--- src/hw/muldiv_consts.svh ---
`ifndef MULDIV_CONSTS_SVH
`define MULDIV_CONSTS_SVH

// operand width
`define MD_XLEN 32

// destination tag fields
`define MD_RNID_W 6
`define MD_ENTRY_N 8

// multiplier slicing
// MD_MUL_UNROLL * MD_MUL_STAGES must cover MD_XLEN
`define MD_MUL_UNROLL 8
`define MD_MUL_STAGES 4

`endif

--- src/hw/muldiv_op_pkg.sv ---
`include "muldiv_consts.svh"

package muldiv_op_pkg;

  // encoded as the RV32M funct3 field
  typedef enum logic [2:0] {
    OP_MUL    = 3'd0,
    OP_MULH   = 3'd1,
    OP_MULHSU = 3'd2,
    OP_MULHU  = 3'd3,
    OP_DIV    = 3'd4,
    OP_DIVU   = 3'd5,
    OP_REM    = 3'd6,
    OP_REMU   = 3'd7
  } op_t;

  typedef struct packed {
    logic [`MD_XLEN-1:0] rs1;
    logic [`MD_XLEN-1:0] rs2;
  } operands_t;

endpackage

--- src/hw/muldiv_tag_pkg.sv ---
`include "muldiv_consts.svh"

package muldiv_tag_pkg;

  typedef enum logic {
    REG_GPR = 1'b0,
    REG_FPR = 1'b1
  } reg_t;

  typedef struct packed {
    logic [`MD_RNID_W-1:0]  rnid;      // renamed destination
    reg_t                   rtype;
    logic [`MD_ENTRY_N-1:0] index_oh;  // issue-queue entry
  } rd_tag_t;

endpackage

--- src/hw/div_unit.sv ---
`include "muldiv_consts.svh"

module div_unit (
  input  logic                      i_clk,
  input  logic                      i_reset_n,
  input  logic                      i_start,
  input  muldiv_op_pkg::op_t        i_op,
  input  muldiv_op_pkg::operands_t  i_src,
  input  muldiv_tag_pkg::rd_tag_t   i_tag,
  input  logic                      i_taken,
  output logic                      o_busy,
  output logic                      o_done,
  output logic [`MD_XLEN-1:0]       o_res,
  output muldiv_tag_pkg::rd_tag_t   o_tag
);

  localparam int XLEN = `MD_XLEN;
  localparam int CW   = $clog2(XLEN);

  typedef enum logic [2:0] {IDLE, SETUP, ITER, FIXUP, HOLD} state_t;

  state_t                   r_state;
  logic [CW-1:0]            r_cnt;
  muldiv_op_pkg::op_t       r_op;
  muldiv_tag_pkg::rd_tag_t  r_tag;
  muldiv_op_pkg::operands_t r_src;      // raw operands
  logic [XLEN-1:0]          r_divisor;  // magnitude
  logic [XLEN-1:0]          r_quo;
  logic [XLEN-1:0]          r_rem;
  logic [XLEN-1:0]          r_res;

  logic                     w_signed;
  logic                     w_is_rem;
  logic                     w_neg_a;
  logic                     w_neg_b;
  logic                     w_div_zero;
  logic                     w_ovf;
  logic [XLEN:0]            w_rem_sh;
  logic [XLEN:0]            w_sub;
  logic                     w_ge;
  logic [XLEN-1:0]          w_quo_s;
  logic [XLEN-1:0]          w_rem_s;
  logic [XLEN-1:0]          w_fix_res;

  assign w_signed   = (r_op == muldiv_op_pkg::OP_DIV) || (r_op == muldiv_op_pkg::OP_REM);
  assign w_is_rem   = (r_op == muldiv_op_pkg::OP_REM) || (r_op == muldiv_op_pkg::OP_REMU);
  assign w_neg_a    = w_signed & r_src.rs1[XLEN-1];
  assign w_neg_b    = w_signed & r_src.rs2[XLEN-1];
  assign w_div_zero = (r_src.rs2 == '0);
  assign w_ovf      = w_signed && (r_src.rs1 == {1'b1, {(XLEN-1){1'b0}}}) && (&r_src.rs2);

  // restoring step
  assign w_rem_sh = {r_rem, r_quo[XLEN-1]};
  assign w_ge     = (w_rem_sh >= {1'b0, r_divisor});
  assign w_sub    = w_rem_sh - {1'b0, r_divisor};

  // ==========================================================================
  // sign fixup and RISC-V special cases
  // ==========================================================================
  always_comb begin
    w_quo_s = (w_neg_a ^ w_neg_b) ? -r_quo : r_quo;
    w_rem_s = w_neg_a ? -r_rem : r_rem;  // remainder follows dividend
    if (w_div_zero) begin
      w_fix_res = w_is_rem ? r_src.rs1 : '1;
    end else if (w_ovf) begin
      w_fix_res = w_is_rem ? '0 : r_src.rs1;
    end else begin
      w_fix_res = w_is_rem ? w_rem_s : w_quo_s;
    end
  end

  always_ff @(posedge i_clk or negedge i_reset_n) begin
    if (!i_reset_n) begin
      r_state <= IDLE;
      r_cnt   <= '0;
    end else begin
      case (r_state)
        IDLE:    if (i_start) r_state <= (i_src.rs2 == '0) ? FIXUP : SETUP;
        SETUP: begin
          r_state <= ITER;
          r_cnt   <= '0;
        end
        ITER: begin
          r_cnt <= r_cnt + 1'b1;
          if (r_cnt == CW'(XLEN - 1)) r_state <= FIXUP;
        end
        FIXUP:   r_state <= HOLD;
        HOLD:    if (i_taken) r_state <= IDLE;
        default: r_state <= IDLE;
      endcase
    end
  end

  always_ff @(posedge i_clk) begin
    case (r_state)
      IDLE: begin
        r_op  <= i_op;
        r_tag <= i_tag;
        r_src <= i_src;
      end
      SETUP: begin
        r_quo     <= w_neg_a ? -r_src.rs1 : r_src.rs1;
        r_divisor <= w_neg_b ? -r_src.rs2 : r_src.rs2;
        r_rem     <= '0;
      end
      ITER: begin
        r_rem <= w_ge ? w_sub[XLEN-1:0] : w_rem_sh[XLEN-1:0];
        r_quo <= {r_quo[XLEN-2:0], w_ge};
      end
      FIXUP:   r_res <= w_fix_res;
      default: ;
    endcase
  end

  assign o_busy = (r_state == SETUP) || (r_state == ITER) || (r_state == FIXUP);
  assign o_done = (r_state == HOLD);
  assign o_res  = r_res;
  assign o_tag  = r_tag;

endmodule

--- src/hw/mul_pipe.sv ---
`include "muldiv_consts.svh"

module mul_pipe (
  input  logic                      i_clk,
  input  logic                      i_reset_n,
  input  logic                      i_start,
  input  muldiv_op_pkg::op_t        i_op,
  input  muldiv_op_pkg::operands_t  i_src,
  input  muldiv_tag_pkg::rd_tag_t   i_tag,
  output logic                      o_mul_valid,
  output logic [2*`MD_XLEN-1:0]     o_mul_prod,
  output muldiv_op_pkg::op_t        o_mul_op,
  output muldiv_tag_pkg::rd_tag_t   o_mul_tag
);

  localparam int XLEN   = `MD_XLEN;
  localparam int UNROLL = `MD_MUL_UNROLL;
  localparam int STAGES = `MD_MUL_STAGES;
  localparam int PW     = 2 * XLEN;

  typedef struct packed {
    muldiv_op_pkg::op_t      op;
    logic [XLEN:0]           mplier;  // rs1, extended to 33 bits
    logic [XLEN:0]           mcand;   // rs2, extended to 33 bits
    logic [PW-1:0]           acc;     // partial sum
    muldiv_tag_pkg::rd_tag_t tag;
  } stage_t;

  logic                w_signed_rs1;
  logic                w_signed_rs2;
  stage_t              w_issue;
  stage_t              r_stage [STAGES];
  logic [STAGES-1:0]   r_valid;

  assign w_signed_rs1 = (i_op == muldiv_op_pkg::OP_MUL) ||
                        (i_op == muldiv_op_pkg::OP_MULH) ||
                        (i_op == muldiv_op_pkg::OP_MULHSU);
  assign w_signed_rs2 = (i_op == muldiv_op_pkg::OP_MUL) ||
                        (i_op == muldiv_op_pkg::OP_MULH);

  always_comb begin
    w_issue.op     = i_op;
    w_issue.mplier = {w_signed_rs1 & i_src.rs1[XLEN-1], i_src.rs1};
    w_issue.mcand  = {w_signed_rs2 & i_src.rs2[XLEN-1], i_src.rs2};
    w_issue.acc    = '0;
    w_issue.tag    = i_tag;
  end

  // ==========================================================================
  // one multiplier digit per stage
  // ==========================================================================
  for (genvar s = 0; s < STAGES; s++) begin : g_stage
    stage_t               w_in;
    stage_t               w_next;
    logic [UNROLL:0]      w_digit;
    logic signed [PW-1:0] w_mcand_x;
    logic signed [PW-1:0] w_digit_x;
    logic [PW-1:0]        w_pp;

    if (s == 0) begin : g_first
      assign w_in = w_issue;
    end else begin : g_rest
      assign w_in = r_stage[s-1];
    end

    if (s == STAGES - 1) begin : g_top_digit
      // sign bit weighs -2^XLEN
      assign w_digit = {w_in.mplier[XLEN], w_in.mplier[UNROLL*s +: UNROLL]};
    end else begin : g_low_digit
      assign w_digit = {1'b0, w_in.mplier[UNROLL*s +: UNROLL]};
    end

    assign w_mcand_x = $signed(w_in.mcand);
    assign w_digit_x = $signed(w_digit);
    assign w_pp      = w_mcand_x * w_digit_x;  // low PW bits are enough

    always_comb begin
      w_next     = w_in;
      w_next.acc = w_in.acc + (w_pp << (UNROLL * s));
    end

    always_ff @(posedge i_clk) begin
      r_stage[s] <= w_next;
    end
  end

  always_ff @(posedge i_clk or negedge i_reset_n) begin
    if (!i_reset_n) begin
      r_valid <= '0;
    end else begin
      r_valid <= {r_valid[STAGES-2:0], i_start};
    end
  end

  assign o_mul_valid = r_valid[STAGES-1];
  assign o_mul_prod  = r_stage[STAGES-1].acc;
  assign o_mul_op    = r_stage[STAGES-1].op;
  assign o_mul_tag   = r_stage[STAGES-1].tag;

endmodule

--- src/hw/muldiv_pipe.sv ---
`include "muldiv_consts.svh"

module muldiv_pipe (
  input  logic                      i_clk,
  input  logic                      i_reset_n,
  input  logic                      i_valid,
  input  muldiv_op_pkg::op_t        i_op,
  input  muldiv_op_pkg::operands_t  i_src,
  input  muldiv_tag_pkg::rd_tag_t   i_tag,
  output logic                      o_stall,
  output logic                      o_valid,
  output logic [`MD_XLEN-1:0]       o_res,
  output muldiv_tag_pkg::rd_tag_t   o_tag
);

  logic                     w_is_mul;
  logic                     w_mul_start;
  logic                     w_div_start;
  logic                     w_mul_valid;
  logic [2*`MD_XLEN-1:0]    w_mul_prod;
  muldiv_op_pkg::op_t       w_mul_op;
  muldiv_tag_pkg::rd_tag_t  w_mul_tag;
  logic                     w_div_busy;
  logic                     w_div_done;
  logic                     w_div_taken;
  logic [`MD_XLEN-1:0]      w_div_res;
  muldiv_tag_pkg::rd_tag_t  w_div_tag;

  assign w_is_mul    = i_op inside {muldiv_op_pkg::OP_MUL, muldiv_op_pkg::OP_MULH,
                                    muldiv_op_pkg::OP_MULHSU, muldiv_op_pkg::OP_MULHU};
  assign w_mul_start = i_valid & w_is_mul;
  assign w_div_start = i_valid & ~w_is_mul;
  assign o_stall     = w_div_busy | w_div_done;  // one divide at a time

  mul_pipe u_mul_pipe (
    .i_clk(i_clk), .i_reset_n(i_reset_n), .i_start(w_mul_start), .i_op(i_op),
    .i_src(i_src), .i_tag(i_tag), .o_mul_valid(w_mul_valid), .o_mul_prod(w_mul_prod),
    .o_mul_op(w_mul_op), .o_mul_tag(w_mul_tag)
  );

  div_unit u_div_unit (
    .i_clk(i_clk), .i_reset_n(i_reset_n), .i_start(w_div_start), .i_op(i_op),
    .i_src(i_src), .i_tag(i_tag), .i_taken(w_div_taken), .o_busy(w_div_busy),
    .o_done(w_div_done), .o_res(w_div_res), .o_tag(w_div_tag)
  );

  muldiv_result_merge u_result_merge (
    .i_clk(i_clk), .i_reset_n(i_reset_n), .i_mul_valid(w_mul_valid),
    .i_mul_prod(w_mul_prod), .i_mul_op(w_mul_op), .i_mul_tag(w_mul_tag),
    .i_div_done(w_div_done), .i_div_res(w_div_res), .i_div_tag(w_div_tag),
    .o_div_taken(w_div_taken), .o_valid(o_valid), .o_res(o_res), .o_tag(o_tag)
  );

endmodule

--- src/hw/muldiv_result_merge.sv ---
`include "muldiv_consts.svh"

module muldiv_result_merge (
  input  logic                     i_clk,
  input  logic                     i_reset_n,
  input  logic                     i_mul_valid,
  input  logic [2*`MD_XLEN-1:0]    i_mul_prod,
  input  muldiv_op_pkg::op_t       i_mul_op,
  input  muldiv_tag_pkg::rd_tag_t  i_mul_tag,
  input  logic                     i_div_done,
  input  logic [`MD_XLEN-1:0]      i_div_res,
  input  muldiv_tag_pkg::rd_tag_t  i_div_tag,
  output logic                     o_div_taken,
  output logic                     o_valid,
  output logic [`MD_XLEN-1:0]      o_res,
  output muldiv_tag_pkg::rd_tag_t  o_tag
);

  localparam int XLEN = `MD_XLEN;

  typedef struct packed {
    logic [XLEN-1:0]         res;
    muldiv_tag_pkg::rd_tag_t tag;
  } wb_t;

  logic            w_mul_hi;
  logic [XLEN-1:0] w_mul_res;
  logic            w_take_div;
  wb_t             w_wb;
  wb_t             r_wb;
  logic            r_valid;

  assign w_mul_hi  = (i_mul_op == muldiv_op_pkg::OP_MULH) ||
                     (i_mul_op == muldiv_op_pkg::OP_MULHSU) ||
                     (i_mul_op == muldiv_op_pkg::OP_MULHU);
  assign w_mul_res = w_mul_hi ? i_mul_prod[XLEN +: XLEN] : i_mul_prod[XLEN-1:0];

  // multiply wins, divider keeps holding
  assign w_take_div  = i_div_done & ~i_mul_valid;
  assign o_div_taken = w_take_div;

  assign w_wb = i_mul_valid ? '{res: w_mul_res, tag: i_mul_tag}
                            : '{res: i_div_res, tag: i_div_tag};

  always_ff @(posedge i_clk or negedge i_reset_n) begin
    if (!i_reset_n) r_valid <= 1'b0;
    else            r_valid <= i_mul_valid | w_take_div;
  end

  always_ff @(posedge i_clk) begin
    r_wb <= w_wb;
  end

  assign o_valid = r_valid;
  assign o_res   = r_wb.res;
  assign o_tag   = r_wb.tag;

endmodule

--- config.mk ---
export PLATFORM = sky130hd
export DESIGN_NAME = muldiv_pipe
export DESIGN_NICKNAME = d
export VERILOG_FILES = /design/src/hw/muldiv_op_pkg.sv /design/src/hw/muldiv_tag_pkg.sv /design/src/hw/div_unit.sv /design/src/hw/mul_pipe.sv /design/src/hw/muldiv_pipe.sv /design/src/hw/muldiv_result_merge.sv
export VERILOG_INCLUDE_DIRS = /design/src /design/src/hw
export SDC_FILE = /design/constraint.sdc
export NUM_CORES = 2
export LEC_CHECK = 0
export ABC_AREA = 1
export BUFFER_PORTS_ARGS = -buffer_cell sky130_fd_sc_hd__clkbuf_2
export CAP_MARGIN = 20
export CORE_MARGIN = 3
export CORE_UTILIZATION = 60
export DETAILED_ROUTE_END_ITERATION = 16
export PLACE_DENSITY_LB_ADDON = 0.25
export SYNTH_ARGS = -nofsm -noshare
export SYNTH_HDL_FRONTEND = slang
export SYNTH_HIERARCHICAL = 1
export SYNTH_SLANG_ARGS = --single-unit
--- constraint.sdc ---
create_clock -name i_clk -period 16.3 [get_ports i_clk]
set_input_delay 2.445 -clock i_clk [delete_from_list [all_inputs] [get_ports i_clk]]
set_output_delay 2.445 -clock i_clk [all_outputs]
set_load 0.1 [all_outputs]
Yosys cells after proc, flatten, opt, wreduce, memory -nomap -nowiden --
Memories as Yosys holds them, arrays and structs flattened. Index checks and enable logic that the tools add are counted.
Word-level totals: output and inout bits 49, logic and storage cells 101, memories 1, bits in writable memories 592, register bits after elaboration 270, input bits 85
Memory list:
- u_mul_pipe.r_stage | words 4, bits a word 148, read ports 4, clocked after Yosys merged registers in 0, wr ports 4, line mul_pipe.sv:32 | stage_t r_stage [STAGES];
Cells by class: multiply operators 4, muxes and demuxes 20, equal/unequal tests 18, order comparisons 1, add/sub/neg operators 9, bitwise gates (word level) 12, reduce and logical (&&, ||, !) cells 18
Operators by type and width (count):
- two-way mux 32 bit | 11
- adder 64 bit | 3
- negation 32 bit | 4
- case mux 32 bit (2 select lines) | 2
- multiplier 33 x 9 -> 42 bit | 3
- logical NOT 32 bit | 2
- two-way mux 47 bit | 1
- multiplier 33 x 9 -> 40 bit | 1
- greater-or-equal comparator 33 x 32 -> 1 bit | 1
- equality test 32 bit, second input constant | 1
- AND reduction 32 bit | 1
- subtractor 32 bit | 1
- equality test 3 x 2 -> 1 bit, second input constant | 6
- case mux 3 bit (5 select lines) | 1
- equality test 3 bit, second input constant | 4
- case mux 5 bit (2 select lines) | 1
- equality test 3 x 1 -> 1 bit, second input constant | 3
- two-way mux 3 bit | 3
- logical OR 1 bit | 8
- AND 1 bit | 7
- logical NOT 3 bit | 2
- adder 5 x 1 -> 5 bit, second input constant | 1
- equality test 5 bit, second input constant | 1
- inequality test 2 x 1 -> 1 bit, second input constant | 2
- 9 further kinds | 12

Longest topological paths before layout --
depth after elaboration 8, mapped depth 39, gate-level depth less buffers 37

Hierarchy --
The synthesis kept the hierarchy.
By module, submodules not included:
- mul_pipe | times used 1, sequential area each 9228.9 um^2, area each 59173.0 um^2, cells each 8034
- div_unit | times used 1, sequential area each 6506.2 um^2, area each 15068.2 um^2, cells each 2017
- muldiv_result_merge | times used 1, sequential area each 965.9 um^2, area each 2277.2 um^2, cells each 345
- muldiv_pipe | times used 1, sequential area each 0.0 um^2, area each 28.8 um^2, cells each 7

Least setup slack after synthesis --
OpenSTA, ideal clock, no wires.
path kind in2reg, start input i_src[31] (netlist name), end memory u_mul_pipe/r_stage[0][55] (netlist name), arrival 6.449 ns, stages 19, path slack 9.738 ns, buffers on the path 1, cell sequence clkbuf_1 nand2_1 inv_1 nand2_1 inv_1 fa_1 fa_1 inv_1 fa_1 inv_1 fa_1 ha_1 inv_1 nor3_1 nand2_1 nor3_1 nand4_1 nand4_1 nand2_1
RTL lines:
- from (decl) | line muldiv_pipe.sv:8 | input muldiv_op_pkg::operands_t i_src,
- to (decl) | line mul_pipe.sv:32

==> key figures <==
Floorplanning
  – Die ar.: 132000 um^2
  – Starting density of the core: 60.6%
  – FP Rows: 130
  – Die X: 363 um
  – Die Ht: ~360 um
  – I/O pin cnt: roughly 130
  – Core Region: between 100000 and 150000 um^2

Setup path
  – Crit path kind: flop to flop
  – Crit path arrival time: 7.82 ns
  – CP max stage cell: a21boi_0
  – Bufs and invs on worst path: 5
  – Critical-path maximum fanout: 33
  – Crit start category: flop
  – Slowest cell delay on critical path: slightly below 0.7 ns
  – Top delay family on crit path: adder cells
  – Reg2Reg Depth: 28
  – WP depth: 28
  – Most repeated library cell on the critical path: nand2_1
  – R2R Setup Slk: ~9 ns
  – Data required time of the critical path: 16.85 ns
  – Worst setup EP type: flop

GRT
  – Overall routing resource usage: between 40% and 50%
  – Global route overflow: 0
  – Vias in the first global route: 68132
  – Initial antenna violation count: 16
  – Largest net degree at the start of global routing: 94
  – First-pass GRT wire length: 401 mm

STA
  – Setup violators final: 0
  – Fin. Hold Viols: 0
  – Crit path time final: 7.27 ns
  – Tcrit/Tclk final: 44.6%
  – Clock skew: 0.0429 ns
  – RSZ-0062 raised after global routing: false
  – Fmax: 0.138 GHz
  – Worst setup margin: 9.03 ns
  – Measured slew at the worst slew-check pin: about 1.2 ns
  – Setup_tns: 0 ns
  – Relative slew slack: 18.7%
  – Max Slew Vio Count: 0

Min path
  – Hold Crit Class: flop to flop
  – Hold path depth: 0

Detailed routing
  – Initial DRC count: 6776
  – Antenna-violating nets left: 0
  – Via count: 67845
  – DRC: 0
  – Drt via density: 5.63
  – TritonRoute pass-1 iters: 7
  – DR WL/cell: 22.0 um
  – Routed wire length: 265 mm

Placement
  – DPL Wire Length: approximately 220 mm
  – Pre-CTS setup slack: 8.26 ns
  – GPL Wtd Cong: 1.06
  – Port-buffer cells: 133

Synthesis
  – Post-synth EDFFs: 210
  – Async SR Flop Fraction: 1.79%
  – Ranking of synthesized cells by area: fa_1, nand2_1, dfxtp_1
  – Distinct cells, synth: 61
  – Synth warn: 6
  – Net Count, Synth: ~12000
  – Synth Instances: ~10000
  – Synth top area share: 22.2%
  – FF+latch count, synth: ~730
  – Sequential share of the synthesized area: 21.8%
  – Mapped cell area: roughly 77000 um^2
  – Most used DFF post-synth: dfxtp_1
  – Yosys top cell by area: fa_1
  – Synth Area per Inst: 7.36 um^2

Clock tree
  – TritonCTS buffer count: 79
  – Postcts setup bufs: 0
  – Clk slew on worst S/H paths: 0.07 ns
  – Hold_buf cts: 0
  – Clk_lat worst skew: 0.71 ns
  – H-tree levels: 3
  – Root Buffer: clkbuf_16
  – CTS tree: yes
  – CTS Buffer Depth: 3
  – Post-cts resize count: 0
  – # clock sinks: 726

Finish
  – Layout cell share with drive strength beyond 1: 5.02%
  – Final-stage net count: 11761
  – Most frequent cells in the layout: nand2_1, inv_1, fa_1
  – Area growth syn-to-layout: 5.84%
  – Most common cell after layout, fill and taps aside: nand2_1

Flow run
  – # Max-Cap Violations: 0

Run status
  – Status: finished clean
==> Yosys cell counts, types with 40 or more instances <==
cell type	instances
xnor2_1	71
o21ai_0	294
nor2_2	42
ha_1	505
o21ai_1	41
nor3_1	72
nand2_1	2768
xor2_1	225
dfxtp_1	503
a31oi_1	40
fa_1	847
clkbuf_2	75
nand4_1	92
edfxtp_1	210
a21o_1	40
nand3_1	509
a21oi_1	368
clkbuf_1	200
nor2_1	739
inv_1	2367
o21bai_1	60
==> metrics by stage <==
stage,instances,utilization [%],hold WS (ns),area (um^2)
2_1_floorplan,10403,-,0.310,76500
3_3_place_gp,11890,61.9,0.310,78100
3_5_place_dp,11890,61.9,0.312,78100
4_1_cts,12037,64.1,0.304,80900
5_1_grt,12040,64.2,0.303,81000
6_report,12045,64.2,0.306,81000
==> routing by layer <==
layer  track usage (%)  vias to the layer above  share of wire (%)
met5                 0                        -              0.016
met4              29.9                        6                9.0
met3              7.04                      868                9.2
met2              64.4                     3462                 45
met1              49.3                    32318                 37
li1                  -                    31191                  -
==> layout make-up <==
type,count,area (um^2)
Multi-Input combinational cell,6955,49400
Fill cell,11051,45200
Clock inverter,32,420
Clock buffer,115,2440
Antenna cell,5,12.5
Inverter,2388,8970
Timing Repair Buffer,174,1020
Tap cell,1650,2060
Sequential cell,726,16700
==> flip-flops by register name (all words and copies together), names as in the netlist, 3 cells and up <==
register,flops
u_div_unit/r_quo,32
u_result_merge/o_tag,15
u_mul_pipe/r_stage,456
u_div_unit/r_op,3
u_div_unit/o_res,32
u_mul_pipe/r_valid,4
u_div_unit/r_src,64
u_result_merge/o_res,32
u_div_unit/r_state,3
u_div_unit/r_divisor,32
u_div_unit/r_cnt,5
u_div_unit/o_tag,15
u_div_unit/r_rem,32
==> logic make-up (layout without fill, tap and decap cells) <==
group                    count (synthesis)  in the layout  share of synthesized area (%)
flip-flops                             726            726                           21.8
XOR/XNOR                               296            296                           3.39
AND/OR/NAND/NOR                       4370           4370                           23.7
buffers and inverters                 2722           2709                           13.7
adder cells (fa/ha/maj)               1352           1352                           30.4
other                                    0              5                              0
AO/OA/AOI/OAI                          937            937                           7.02
==> worst paths after layout <==
kind / start / to
max: u_mul_pipe/r_stage[0][121]$_DFF_P_ / u_mul_pipe/r_stage[1][62]$_DFF_P_
min: u_mul_pipe/r_stage[1][26]$_DFF_P_ / u_mul_pipe/r_stage[2][26]$_DFF_P_
max reg2reg: u_mul_pipe/r_stage[0][121]$_DFF_P_ / u_mul_pipe/r_stage[1][62]$_DFF_P_
min reg2reg: u_mul_pipe/r_stage[1][26]$_DFF_P_ / u_mul_pipe/r_stage[2][26]$_DFF_P_
max in group asynchronous: i_reset_n / u_mul_pipe/r_valid[3]$_DFF_PN0_
min in group asynchronous: i_reset_n / u_mul_pipe/r_valid[1]$_DFF_PN0_
==> worst reg2reg max path: cells and delay by family (launching register included) <==
family,cells,cell delay (ns)
fa+ha+maj,6,2.79
compound gates,6,1.79
simple gates,11,1.55
buf+inv,5,0.66
flops,1,0.33
Power is not shown: default switching activity piles up to over one toggle a cycle in this logic, so the estimate is an artifact.
